File: src/verilog/fwft_fifo.sv
module fwft_fifo #(
    parameter type payload_t = logic [7:0],
    parameter int  DEPTH     = 16
) (
    input  logic     clk,
    input  logic     reset,
    input  logic     wr_en,
    input  payload_t wr_dat,
    output logic     full,
    input  logic     rd_en,
    output payload_t rd_dat,
    output logic     empty
);

    localparam int PTR_W = (DEPTH > 1) ? $clog2(DEPTH) : 1;
    localparam int CNT_W = $clog2(DEPTH + 1);

    payload_t         mem [DEPTH];
    logic [PTR_W-1:0] wr_ptr;
    logic [PTR_W-1:0] rd_ptr;
    logic [CNT_W-1:0] count;
    logic             do_wr;
    logic             do_rd;

    // occupancy flags straight from the count
    assign full  = (count == CNT_W'(DEPTH));
    assign empty = (count == '0);

    // pointers move only on legal requests
    assign do_wr = wr_en && !full;
    assign do_rd = rd_en && !empty;

    // head entry is always presented
    // valid whenever empty is low
    assign rd_dat = mem[rd_ptr];

    // storage written at the tail
    always_ff @(posedge clk) begin
        if (do_wr) begin
            mem[wr_ptr] <= wr_dat;
        end
    end

    always_ff @(posedge clk) begin
        if (reset) begin
            wr_ptr <= '0;
            rd_ptr <= '0;
            count  <= '0;
        end else begin
            // pointers wrap at DEPTH
            // DEPTH need not be a power of two
            if (do_wr) begin
                wr_ptr <= (wr_ptr == PTR_W'(DEPTH - 1)) ? '0 : wr_ptr + 1'b1;
            end
            if (do_rd) begin
                rd_ptr <= (rd_ptr == PTR_W'(DEPTH - 1)) ? '0 : rd_ptr + 1'b1;
            end
            case ({do_wr, do_rd})
                2'b10:   count <= count + 1'b1;
                2'b01:   count <= count - 1'b1;
                default: count <= count;
            endcase
        end
    end

    // producer must watch full
    a_no_overflow: assert property (@(posedge clk) disable iff (reset) !(wr_en && full))
        else $error("fwft_fifo: write while full");

    // consumer must watch empty
    a_no_underflow: assert property (@(posedge clk) disable iff (reset) !(rd_en && empty))
        else $error("fwft_fifo: read while empty");

endmodule

File: config.mk
export PLATFORM = sky130hd
export DESIGN_NAME = fwft_fifo
export DESIGN_NICKNAME = d
export VERILOG_FILES = /design/src/verilog/fwft_fifo.sv
export SDC_FILE = /design/constraint.sdc
export NUM_CORES = 1
export LEC_CHECK = 0
export ABC_AREA = 1
export BUFFER_PORTS_ARGS = -buffer_cell sky130_fd_sc_hd__buf_2
export CORE_MARGIN = 5
export CORE_UTILIZATION = 55
export DETAILED_ROUTE_END_ITERATION = 7
export PLACE_DENSITY_LB_ADDON = 0.3
export REMOVE_ABC_BUFFERS = 1
export SLEW_MARGIN = 20
export SYNTH_ARGS = -nofsm -noshare
export SYNTH_HDL_FRONTEND = slang
export SYNTH_SLANG_ARGS = --single-unit
File: constraint.sdc
create_clock -name clk -period 2.44 [get_ports clk]
set_input_delay 0.366 -clock clk [delete_from_list [all_inputs] [get_ports clk]]
set_output_delay 0.366 -clock clk [all_outputs]
set_load 0.02 [all_outputs]
==> impl_results.md <==
* Status: completed
* Routability cong. at 0.900
* MaxCap Viol Count at 0
* Via count at 3972
* Yosys cell types at 24
* Routed wire length per instance at 16.9 um
* Area contributors post-synth: edfxtp_1, dfxtp_1, inv_1
* Post-route minimum period at 2.24 ns
* #FFs+latches synth at 145
* Async SR Flop Fraction at 0%
* Initial drt markers at roughly 330
* IO Port Bufs at 21
* CTS tree: done
* Most used DFF post-synth: edfxtp_1
* CP max stage cell: dfxtp_4
* Post-synthesis sequential area ratio at 67.4%
* Post-Syn Instances at 549
* Root Driver: clkbuf_16
* Detailed Place HPWL at 7.79 mm
* Ports at 22
* Critical path type: flip-flop to output port
* Area growth syn-to-layout at 15.1%
* Mapped Area at 6210 um2
* Pin count of the biggest net entering global routing at 65
* Chip width at between 100 and 150 um
* Worst-path cell chain: buf_4, a21oi_1, o21ai_0, nand3_1, nand3_1, nand2_1, buf_2
* Chip height at 116 um
* Worst setup SP type: flip-flop
* Crit path to: rd_dat[4]
* Layout cells sized above 1 at 13.9%
* Crit. End Element: output port
* Number of global-route vias before repair at 3806
* Maximum clock path buffer count at 2
* CP dominant cell by count: nand3_1
* Cts bufs inserted at 17
* Core Area at 10900 um2
* Yosys Warn Count at 0
* Fin crit share at 91.8%
* Actual slew at the worst max-slew pin at 0.691 ns
* Initial Utilization at between 50% and 60%
* Post-synth top cells: edfxtp_1, inv_1, nand2_1
* Final setup violation count at 0
* Worst vdd ir at 650 uV
* Leakage at 2.73 nW
* RSZ-0062 raised after global routing: false
* Final #Nets at 602
* H-tree Lvls at 4
* CTS sink cnt at 145
* Total wire length at 12.4 mm
* Largest area contributor in the netlist: edfxtp_1
* Hold_ws at between 0.2 and 0.25 ns
* Post-route DRC at 0
* Rel. slew slack at 53.8%
* Avg Inst Size Synth at 11.3 um2
* Reg-to-Reg Start: count[0]
* Cells on worst reg2reg path at 14
* Setup WS pre-CTS at 0.190 ns
* Max-slew violation count at 0
* Reg clk slew, reported paths at 0.06 ns
* Cts hold-fix bufs at 0
* Fin Clk Skew at 0.00713 ns
* Final setup margin at 0.199 ns
* Post-synth EDFFs at around 130
* Critical Path AT at 1.87 ns
* First-pass GRT wire length at 19.7 mm
* Initial antenna violation count at 0
* Std cell rows at 38
* Max FO, Critical Path at 20
* Remaining antenna violation count at 0
* DRT Pass-1 Iters at 5
* F_max at 446 MHz
* Synth top area share at 61.9%
* End of the worst register-to-register path: count[2]
* GRT Util Overall at between 10% and 20%
* Most common cell in the netlist: edfxtp_1
* Critical Path RT at between 2 and 2.5 ns
* Antenna cell count at 0
* Worst R2R Setup Slack at 0.27 ns
* Clock latency on the worst-skew pair at 0.41 ns
* Post-DR vias/cell at 5.40
* Pwr/cell area at 1030 nW/um2
* Die area at 13500 um2
* Max stage delay on crit path at 0.52 ns
* Hold WC Path Type: primary input to flip-flop
* Hold Fails Final Rpt at 0
* Global route overflow at 0
critical path, delay by kind of cell (launching register included):
| kind | cells | cell delay (ns) |
|---|---|---|
| buffers and inverters | 2 | 0.44 |
| AOI/OAI and AO/OA | 2 | 0.17 |
| DFF | 1 | 0.52 |
| and+or+nand+nor | 3 | 0.32 |
state kept, by name, indices dropped and copies added (netlist names), named ones only:
register / flops
mem: 128
wr_ptr: 4
count: 5
rd_ptr: 4
how the worst min path moves through the flow:
stage	startpoint	end	slack, ns	cells after the start
after floorplan	reset	flip-flop	0.44	1
after global placement	count[0]	count[0]	0.48	1
after detailed placement	count[0]	count[0]	0.51	1
after CTS	reset	rd_ptr[2]	0.21	2
after global routing	reset	rd_ptr[2]	0.23	2
final	reset	rd_ptr[2]	0.23	2
cell families (layout without fill, tap and decap cells):
kind of cell    after synthesis  count (layout)  share of synthesized area, %
buf+inv                     113             159                          7.68
simple gates                166             166                          11.5
compound gates              113             113                          11.2
xor+xnor                      4               4                         0.565
fa+ha+maj                     8               8                          1.61
flops                       145             145                          67.4
layout make-up:
type / instances / area, um2
multi-input combinational: 291 / 1550
fill: 809 / 3790
tap: 140 / 175
sequential: 145 / 4190
inverter: 88 / 330
clock inverter: 9 / 159
timing repair buffer: 39 / 282
clock buffer: 23 / 458
per-stage QoR:
stage / utilization (%) / cells / instance area [um2] / power [W] / TNS, ns
floorplan: - / 524 / 6060 / 0.00413 / -7.37
global placement: 59.5 / 702 / 6510 / 0.00462 / 0
detailed placement: 59.5 / 702 / 6510 / 0.00467 / 0
CTS: 65.2 / 734 / 7130 / 0.00734 / 0
global route: 65.3 / 735 / 7140 / 0.00770 / 0
finish: 65.3 / 735 / 7140 / 0.00734 / 0
layout by cell type, fill, tap and decap left out:
master and n:
xor2_1 2, clkinvlp_4 1, dfxtp_2 1, nor2_1 23, dfxtp_1 15, o21ai_0 38
buf_12 3, a21oi_1 41, nand2_2 2, ha_2 1, nand3b_1 1, inv_2 2
o211ai_2 10, nand4_1 2, buf_6 1, clkbuf_16 17, buf_4 14, xnor2_1 2
clkbuf_1 5, clkinv_4 3, buf_2 21, inv_1 86, nand2_1 76, dfxtp_4 1
clkbuf_8 1, bufinv_16 4, o21ai_1 2, nand3_1 59, o211ai_1 22, nor3_1 3
clkinv_2 1, ha_1 7, edfxtp_1 128
per-layer routing:
metal / track usage [%] / up-vias / share of wire (%)
li1: - / 1966 / -
met1: 25.8 / 1866 / 45
met2: 31.2 / 117 / 47
met3: 4.97 / 23 / 5.2
met4: 7.97 / 0 / 3.0
met5: 0 / - / 0
power breakdown:
group | switching (W) | internal, W | total [W]
Combinational | 0.00113 | 0.000598 | 0.00173
Sequential | 0.000104 | 0.00283 | 0.00294
Clock | 0.000935 | 0.00174 | 0.00268
Total | 0.00217 | 0.00517 | 0.00734
timing repair:
action	CTS	global route
buffers inserted	0	1
setup endpoints to repair	0	8
resized for setup	0	2
No activity file was read; power rests on OpenSTA's default activity.
