`config.mk`:
```
export PLATFORM = sky130hd
export DESIGN_NAME = ddr_wr_control
export DESIGN_NICKNAME = d
export VERILOG_FILES = /design/src/verilog/ddr_wr_pkg.sv /design/src/verilog/ddr_wr_control.sv
export SDC_FILE = /design/constraint.sdc
export NUM_CORES = 1
export LEC_CHECK = 0
export BUFFER_PORTS_ARGS = -buffer_cell sky130_fd_sc_hd__buf_4
export CAP_MARGIN = 20
export CORE_AREA = 5 5 180 182
export CTS_BUF_LIST = sky130_fd_sc_hd__clkbuf_16
export DETAILED_ROUTE_END_ITERATION = 8
export DIE_AREA = 0 0 185 187
export PLACE_DENSITY = 0.76
export SLEW_MARGIN = 20
export SYNTH_ARGS = -nofsm -noshare
export SYNTH_HDL_FRONTEND = slang
export SYNTH_SLANG_ARGS = --single-unit
```
`constraint.sdc`:
```
create_clock -name clk -period 16.7 [get_ports clk]
set_input_delay 1.67 -clock clk [delete_from_list [all_inputs] [get_ports clk]]
set_output_delay 1.67 -clock clk [all_outputs]
set_load 0.01 [all_outputs]
```
`src/verilog/ddr_wr_pkg.sv`:
```
package ddr_wr_pkg;

    // tag codes carried in the upper nibble of every acquisition word
    localparam logic [3:0] TAG_FILL_HDR = 4'd1;
    localparam logic [3:0] TAG_WFM_HDR  = 4'd2;
    localparam logic [3:0] TAG_CHECKSUM = 4'd4;

    // word address into the acquisition memory, one word per burst
    localparam int ADDR_W = 23;

    // byte address to the DDR3 app port
    // the word address with three zero lsbs
    localparam int APP_ADDR_W = 26;

    // burst count field of a waveform header
    localparam int BURST_CNT_W = 14;

    // total bursts of one fill, appended to the header record
    localparam int TOTAL_W = 24;

    // start address field inside the fill header payload
    localparam int START_ADDR_LSB = 53;

    // burst count field inside the waveform header payload
    localparam int BURST_CNT_LSB = 0;

    // one word from the ADC side
    // tag sits in the top four bits
    typedef struct packed {
        logic [3:0]   tag;
        logic [127:0] payload;
    } acq_word_t;

    // one header FIFO entry for the readout stage
    // fill header without its tag
    // total burst count in the upper bits
    typedef struct packed {
        logic [TOTAL_W-1:0] total_bursts;
        logic [127:0]       fill_header;
    } hdr_record_t;

endpackage
```
`src/verilog/ddr_wr_control.sv`:
```
module ddr_wr_control
    import ddr_wr_pkg::*;
(
    input  logic                  clk,
    input  logic                  reset,
    input  logic                  acq_enabled,
    input  logic                  acq_done,
    input  acq_word_t             fifo_dat,
    input  logic                  fifo_empty,
    output logic                  fifo_rd_en,
    output logic                  app_wdf_wren,
    output logic                  app_wdf_end,
    output logic [127:0]          app_wdf_data,
    input  logic                  app_wdf_rdy,
    output logic                  app_en,
    output logic [APP_ADDR_W-1:0] app_addr,
    input  logic                  app_rdy,
    input  logic [ADDR_W-1:0]     fixed_start_addr,
    input  logic                  fixed_start_en,
    output logic                  hdr_wr_en,
    output hdr_record_t           hdr_wr_dat,
    output logic                  sync_err,
    output logic                  wr_done
);

    // one-hot state indices
    localparam int IDLE       = 0;
    localparam int TST_TAG    = 1;
    localparam int SYNC_ERR   = 2;
    localparam int INIT_FILL  = 3;
    localparam int INIT_WFM   = 4;
    localparam int INIT_CKSM  = 5;
    localparam int WRITE      = 6;
    localparam int WRITE_CKSM = 7;
    localparam int WRITE_HDR  = 8;
    localparam int DONE       = 9;
    localparam int N_STATES   = 10;

    // a waveform block is at most 2^14 bursts plus its header
    localparam int CNT_W = BURST_CNT_W + 1;

    logic [N_STATES-1:0] cs;
    logic [N_STATES-1:0] ns;
    logic                acq_done_meta;
    logic                acq_done_sync;
    logic                in_write;
    logic                data_accept;
    logic                addr_accept;
    logic [ADDR_W-1:0]   addr_gen;
    logic [CNT_W-1:0]    addr_cntr;
    logic [CNT_W-1:0]    burst_cntr;
    logic [CNT_W-1:0]    wfm_load;
    logic                addr_cntr_zero;
    logic                burst_cntr_zero;
    logic [CNT_W-1:0]    throttle;
    logic [TOTAL_W-1:0]  total_bursts;
    logic                blk_done;

    // acq_done comes from the ADC clock domain
    always_ff @(posedge clk) begin
        if (reset) begin
            acq_done_meta <= 1'b0;
            acq_done_sync <= 1'b0;
        end else begin
            acq_done_meta <= acq_done;
            acq_done_sync <= acq_done_meta;
        end
    end

    assign in_write    = cs[WRITE] || cs[WRITE_CKSM];
    assign data_accept = app_wdf_wren && app_wdf_rdy;
    assign addr_accept = app_en && app_rdy;

    // data burst count plus one for the waveform header itself
    assign wfm_load = {1'b0, fifo_dat.payload[BURST_CNT_LSB +: BURST_CNT_W]} + 1'b1;

    // word address loaded at the start of a fill and stepped per accepted address
    always_ff @(posedge clk) begin
        if (reset) begin
            addr_gen <= '0;
        end else if (cs[INIT_FILL]) begin
            addr_gen <= fixed_start_en ? fixed_start_addr
                                       : fifo_dat.payload[START_ADDR_LSB +: ADDR_W];
        end else if (addr_accept) begin
            addr_gen <= addr_gen + 1'b1;
        end
    end
    assign app_addr = {addr_gen, 3'b000};

    // addresses still to issue for the current block
    always_ff @(posedge clk) begin
        if (reset) begin
            addr_cntr <= '0;
        end else if (cs[INIT_FILL] || cs[INIT_CKSM]) begin
            addr_cntr <= CNT_W'(1);
        end else if (cs[INIT_WFM]) begin
            addr_cntr <= wfm_load;
        end else if (addr_accept && !addr_cntr_zero) begin
            addr_cntr <= addr_cntr - 1'b1;
        end
    end
    assign addr_cntr_zero = (addr_cntr == '0);

    // data beats still to send for the current block
    always_ff @(posedge clk) begin
        if (reset) begin
            burst_cntr <= '0;
        end else if (cs[INIT_FILL] || cs[INIT_CKSM]) begin
            burst_cntr <= CNT_W'(1);
        end else if (cs[INIT_WFM]) begin
            burst_cntr <= wfm_load;
        end else if (data_accept && !burst_cntr_zero) begin
            burst_cntr <= burst_cntr - 1'b1;
        end
    end
    assign burst_cntr_zero = (burst_cntr == '0);

    assign blk_done = addr_cntr_zero && burst_cntr_zero;

    // beats accepted but not yet addressed
    // returns to zero at the end of every block
    always_ff @(posedge clk) begin
        if (reset) begin
            throttle <= '0;
        end else if (data_accept && !addr_accept) begin
            throttle <= throttle + 1'b1;
        end else if (addr_accept && !data_accept) begin
            throttle <= throttle - 1'b1;
        end
    end

    // every word of the fill including headers and checksum
    always_ff @(posedge clk) begin
        if (reset) begin
            total_bursts <= '0;
        end else if (cs[INIT_FILL]) begin
            total_bursts <= '0;
        end else if (addr_accept) begin
            total_bursts <= total_bursts + 1'b1;
        end
    end

    // header record for the readout stage
    // fill header taken while it sits at the FIFO head
    always_ff @(posedge clk) begin
        if (cs[TST_TAG] && fifo_dat.tag == TAG_FILL_HDR) begin
            hdr_wr_dat.fill_header <= fifo_dat.payload;
        end
        // total is final once the checksum address is in
        if (cs[WRITE_CKSM] && blk_done) begin
            hdr_wr_dat.total_bursts <= total_bursts;
        end
    end

    // disabling acquisition parks the FSM, which also clears a sync error
    always_ff @(posedge clk) begin
        if (reset || !acq_enabled) begin
            cs       <= '0;
            cs[IDLE] <= 1'b1;
        end else begin
            cs <= ns;
        end
    end

    always_comb begin
        ns = '0;
        case (1'b1)
            cs[IDLE]: begin
                // a non-empty FWFT head is valid data
                if (fifo_empty) ns[IDLE] = 1'b1;
                else            ns[TST_TAG] = 1'b1;
            end
            cs[TST_TAG]: begin
                if (fifo_dat.tag == TAG_FILL_HDR)      ns[INIT_FILL] = 1'b1;
                else if (fifo_dat.tag == TAG_WFM_HDR)  ns[INIT_WFM] = 1'b1;
                else if (fifo_dat.tag == TAG_CHECKSUM) ns[INIT_CKSM] = 1'b1;
                else                                   ns[SYNC_ERR] = 1'b1;
            end
            // lost framing until acq_enabled drops
            cs[SYNC_ERR]:  ns[SYNC_ERR] = 1'b1;
            cs[INIT_FILL]: ns[WRITE] = 1'b1;
            cs[INIT_WFM]:  ns[WRITE] = 1'b1;
            cs[INIT_CKSM]: ns[WRITE_CKSM] = 1'b1;
            cs[WRITE]: begin
                // back to IDLE for the next waveform or the checksum
                if (blk_done) ns[IDLE] = 1'b1;
                else          ns[WRITE] = 1'b1;
            end
            cs[WRITE_CKSM]: begin
                if (blk_done) ns[WRITE_HDR] = 1'b1;
                else          ns[WRITE_CKSM] = 1'b1;
            end
            cs[WRITE_HDR]: ns[DONE] = 1'b1;
            cs[DONE]: begin
                if (acq_done_sync) ns[IDLE] = 1'b1;
                else               ns[DONE] = 1'b1;
            end
            default: ns[IDLE] = 1'b1;
        endcase
    end

    // one word per burst, so every beat is also the last
    assign app_wdf_wren = in_write && !fifo_empty && !burst_cntr_zero;
    assign app_wdf_end  = app_wdf_wren;
    assign app_wdf_data = fifo_dat.payload;

    // pop the head once the memory has taken it
    assign fifo_rd_en = data_accept;

    // address only after its data beat went in
    assign app_en = in_write && (throttle != '0) && !addr_cntr_zero;

    // status straight from the state flops
    assign hdr_wr_en = cs[WRITE_HDR];
    assign sync_err  = cs[SYNC_ERR];
    assign wr_done   = cs[DONE];

    a_state_onehot: assert property (@(posedge clk) disable iff (reset) $onehot(cs))
        else $error("ddr_wr_control: state vector not one-hot");

    // accepted beats and accepted addresses balance when a block ends
    a_throttle_balanced: assert property (@(posedge clk) disable iff (reset)
        (in_write && blk_done) |-> (throttle == '0))
        else $error("ddr_wr_control: throttle count not zero at block end");

endmodule

```
==> impl_metrics.yaml <==
sta:
  final.min_clock_period_ns: 5.22
  tns_ns: 0
  setup_viol: 0
  period_share_pct: 31.3
  relSlewSlack_pct: 34.7
  drv_slew: 0
  worst_slack_ns: 11.48
  timing.fmax_mhz: 191
  rsz0062_at_grt: "false"
  tightest_slew_ns: 0.980
  finalHoldViolCount: 0
  skew_ns: 0.0189
power_and_ir_drop:
  ir_worst_vdd_mv: 0.0754
  total_power_mw: 1.35
  clkPwrFrac_pct: 43.0
  combinationalPowerShare_pct: 7.3
  switching_share_pct: 22.8
  p_switching_mw: 0.307
  seqPwrFrac_pct: 49.6
  cellPowerDensity_nw_per_um2: 86.4
  leakagePower_nw: 6.41
  p_int_mw: 1.04
worst_setup_path:
  end_kind: "register"
  regToRegStartpoint: "addr_cntr[4]$_SDFFE_PP0P_"
  startpoint_type: "register"
  crit_family: "simple AND/OR/NAND/NOR gates"
  reg2reg_slack_ns: 11.48
  path_depth: 14
  max_stage_delay_ns: 0.59
  critPathRequiredTime_ns: 17.13
  crit_slowest_cell: "or4_4"
  r2r_end: "throttle[14]$_SDFFE_PP0P_"
  crit_end: "throttle[14]$_SDFFE_PP0P_"
  critPathMaxFanout: 31
  worstSetupPathType: "register to register"
  worstSetupStartpoint: "addr_cntr[4]$_SDFFE_PP0P_"
  rr_worst_depth: 14
  path_buf_inv: 2
  path_cells: "or4_4 > or4_4 > o311a_4 > inv_1 > ha_1 > inv_1 > ha_1 > nand2b_1 > a21oi_1 > nor3_1 > a21o_1 > o21ai_0 > mux2i_1 > mux2_2"
  cp_data_arrival_time_ns: 5.66
synth:
  yosysMostFrequentCell: "edfxtp_1"
  yosys-top-cells-count: "edfxtp_1 (152), buf_4 (132), dfxtp_1 (104)"
  ys_warn_count: 0
  synthFlopType: "edfxtp_1"
  syn-cell-area_um2: 11800
  yosys.area.top_type_share_pct: 38.7
  synthCells: 1069
  yosys-top-cells-area: "edfxtp_1 (39%), dfxtp_1 (18%), buf_4 (8.4%)"
  yosysSeqAreaShare_pct: 56.3
  avgSynthCellArea_um2: 11.0
  synth_edf_count: 152
  synth-async-reset-ratio_pct: 0
  synth_cell_type_count: 69
  yosysTopAreaCell: "edfxtp_1"
  synth_seq_cells: 256
final_layout:
  synthToLayoutAreaGrowth_pct: 32.2
  multi_input_area_um2: 3910
  seq_area_um2: 6650
  nNetsFinal: 1598
  drive_gt1_share_pct: 37.8
  nFillCells: 2707
  n_antenna_cell: 0
cts:
  htreeDepth: 1
  clock_path_buffers: 3
  clk_pin_slew_worst_paths_ns: 0.06
  cts-root-buf: "clkbuf_16"
  cts_sinks: 256
  post_cts_resize_count: 0
  cts_tree: "built"
  cts-buffers-inserted: 28
  insertion_delay_ns: 0.54
  postCtsHoldBufs: 0
  postCtsSetupRepairBufs: 0
drt:
  dr_wl_met3_mm: 2.94
  first_pass_iters: 5
  wl_met1_mm: 15.0
  drtIter0Drc: 702
  viasPerCell: 5.16
  wl_met2_mm: 19.7
  drt_wl_total_mm: 38.9
  dr_total_vias: 9449
  ant_nets: 0
  wl_per_cell_um: 21.3
  top_layer: "met4"
  drcViolationCount: 0
hold_path:
  min_delay_path_depth: 1
  min_path_type: "register to register"
die:
  start_util_pct: 38.8
  dieArea_um2: 34600
  fp.dieW_um: 185
  core_um2: 30400
  rows: 64
  io_pins: 476
  die_h_um: 187
global_routing:
  antenna_found_initial: 0
  grt_max_degree: 70
  grt_overflow: 0
  track_usage_pct: 21.0
  grt_pass1_wl_mm: 56.0
  grt_pass1_vias: 9043
placed_design:
  globalplace.congestion: 0.857
  hpwl_mm: 30.2
  dp_slack_ns: 11.38
  port_buffers: 472
status:
  status: "finished clean"
run:
  cap_violations: 0
## worst min path at each step
| stage | startpoint | end |
|---|---|---|
| floorplan | acq_done_meta$_SDFF_PP0_ | acq_done_sync$_SDFF_PP0_ |
| global placement | acq_done_meta$_SDFF_PP0_ | acq_done_sync$_SDFF_PP0_ |
| detailed placement | acq_done_meta$_SDFF_PP0_ | acq_done_sync$_SDFF_PP0_ |
| CTS | acq_done_meta$_SDFF_PP0_ | acq_done_sync$_SDFF_PP0_ |
| global route | acq_done_meta$_SDFF_PP0_ | acq_done_sync$_SDFF_PP0_ |
| finish | acq_done_meta$_SDFF_PP0_ | acq_done_sync$_SDFF_PP0_ |
## per-stage QoR
stage	cell area [µm²]	utilization [%]	cells	hold slack [ns]
after floorplan	11800	-	1071	0.414
after global placement	14700	48.5	1779	0.428
after detailed placement	14700	48.5	1779	0.425
after CTS	15600	51.3	1831	0.439
after global routing	15600	51.3	1831	0.464
final	15600	51.3	1831	0.435
## final cells by class
| cell class | instances | share of cell area (%) |
|---|---|---|
| Inverter | 26 | 0.626 |
| Multi-Input combinational cell | 622 | 25.1 |
| Tap cell | 396 | 3.18 |
| Timing Repair Buffer | 479 | 23.0 |
| Clock buffer | 28 | 4.49 |
| Sequential cell | 256 | 42.6 |
| Clock inverter | 24 | 0.994 |
## kinds of logic after synthesis
family,Yosys count,share of synthesized area (%)
AO/OA/AOI/OAI,174,9.46
XOR/XNOR,59,4.38
adder cells (fa/ha/maj),22,2.40
buffers and inverters,193,10.7
flip-flops,256,56.3
multiplexers,28,2.38
other,1,0.0318
AND/OR/NAND/NOR,336,14.3
## state kept, by name, summed over array words and instances, names as in the netlist
| signal | cells |
|---|---|
| total_bursts | 24 |
| throttle | 15 |
| burst_cntr | 15 |
| addr_gen | 23 |
| cs | 10 |
| acq_done_meta | 1 |
| addr_cntr | 15 |
| hdr_wr_dat | 152 |
| acq_done_sync | 1 |
## layout by cell type (no fill, tap or decap), drive strengths merged, types with 27 or more instances in the layout
master  netlist  layout
o21ai        42      42
edfxtp      152     152
xor2         31      31
nor3         35      35
dfxtp       104     104
buf         143     479
nor2         99      99
a21oi        50      50
xnor2        28      28
nand2        68      68
mux2i        27      27
clkbuf       24      28
nand3        29      29
inv          26      34
## power groups by stage
stage / Sequential [mW] / Combinational, mW / Clock [mW]
after floorplan: 0.684 / 0.0465 / 0
after global placement: 0.683 / 0.0986 / 0
after detailed placement: 0.683 / 0.0992 / 0
after CTS: 0.669 / 0.0997 / 0.592
after global routing: 0.669 / 0.105 / 0.625
final: 0.669 / 0.0989 / 0.580
## routing by layer
metal  GRT usage (%)  vias up
li1                -     4416
met1            25.8     4607
met2            37.2      364
met3            3.99       62
met4            6.07        0
met5               0        -
Power figures use the tool's default switching activity.
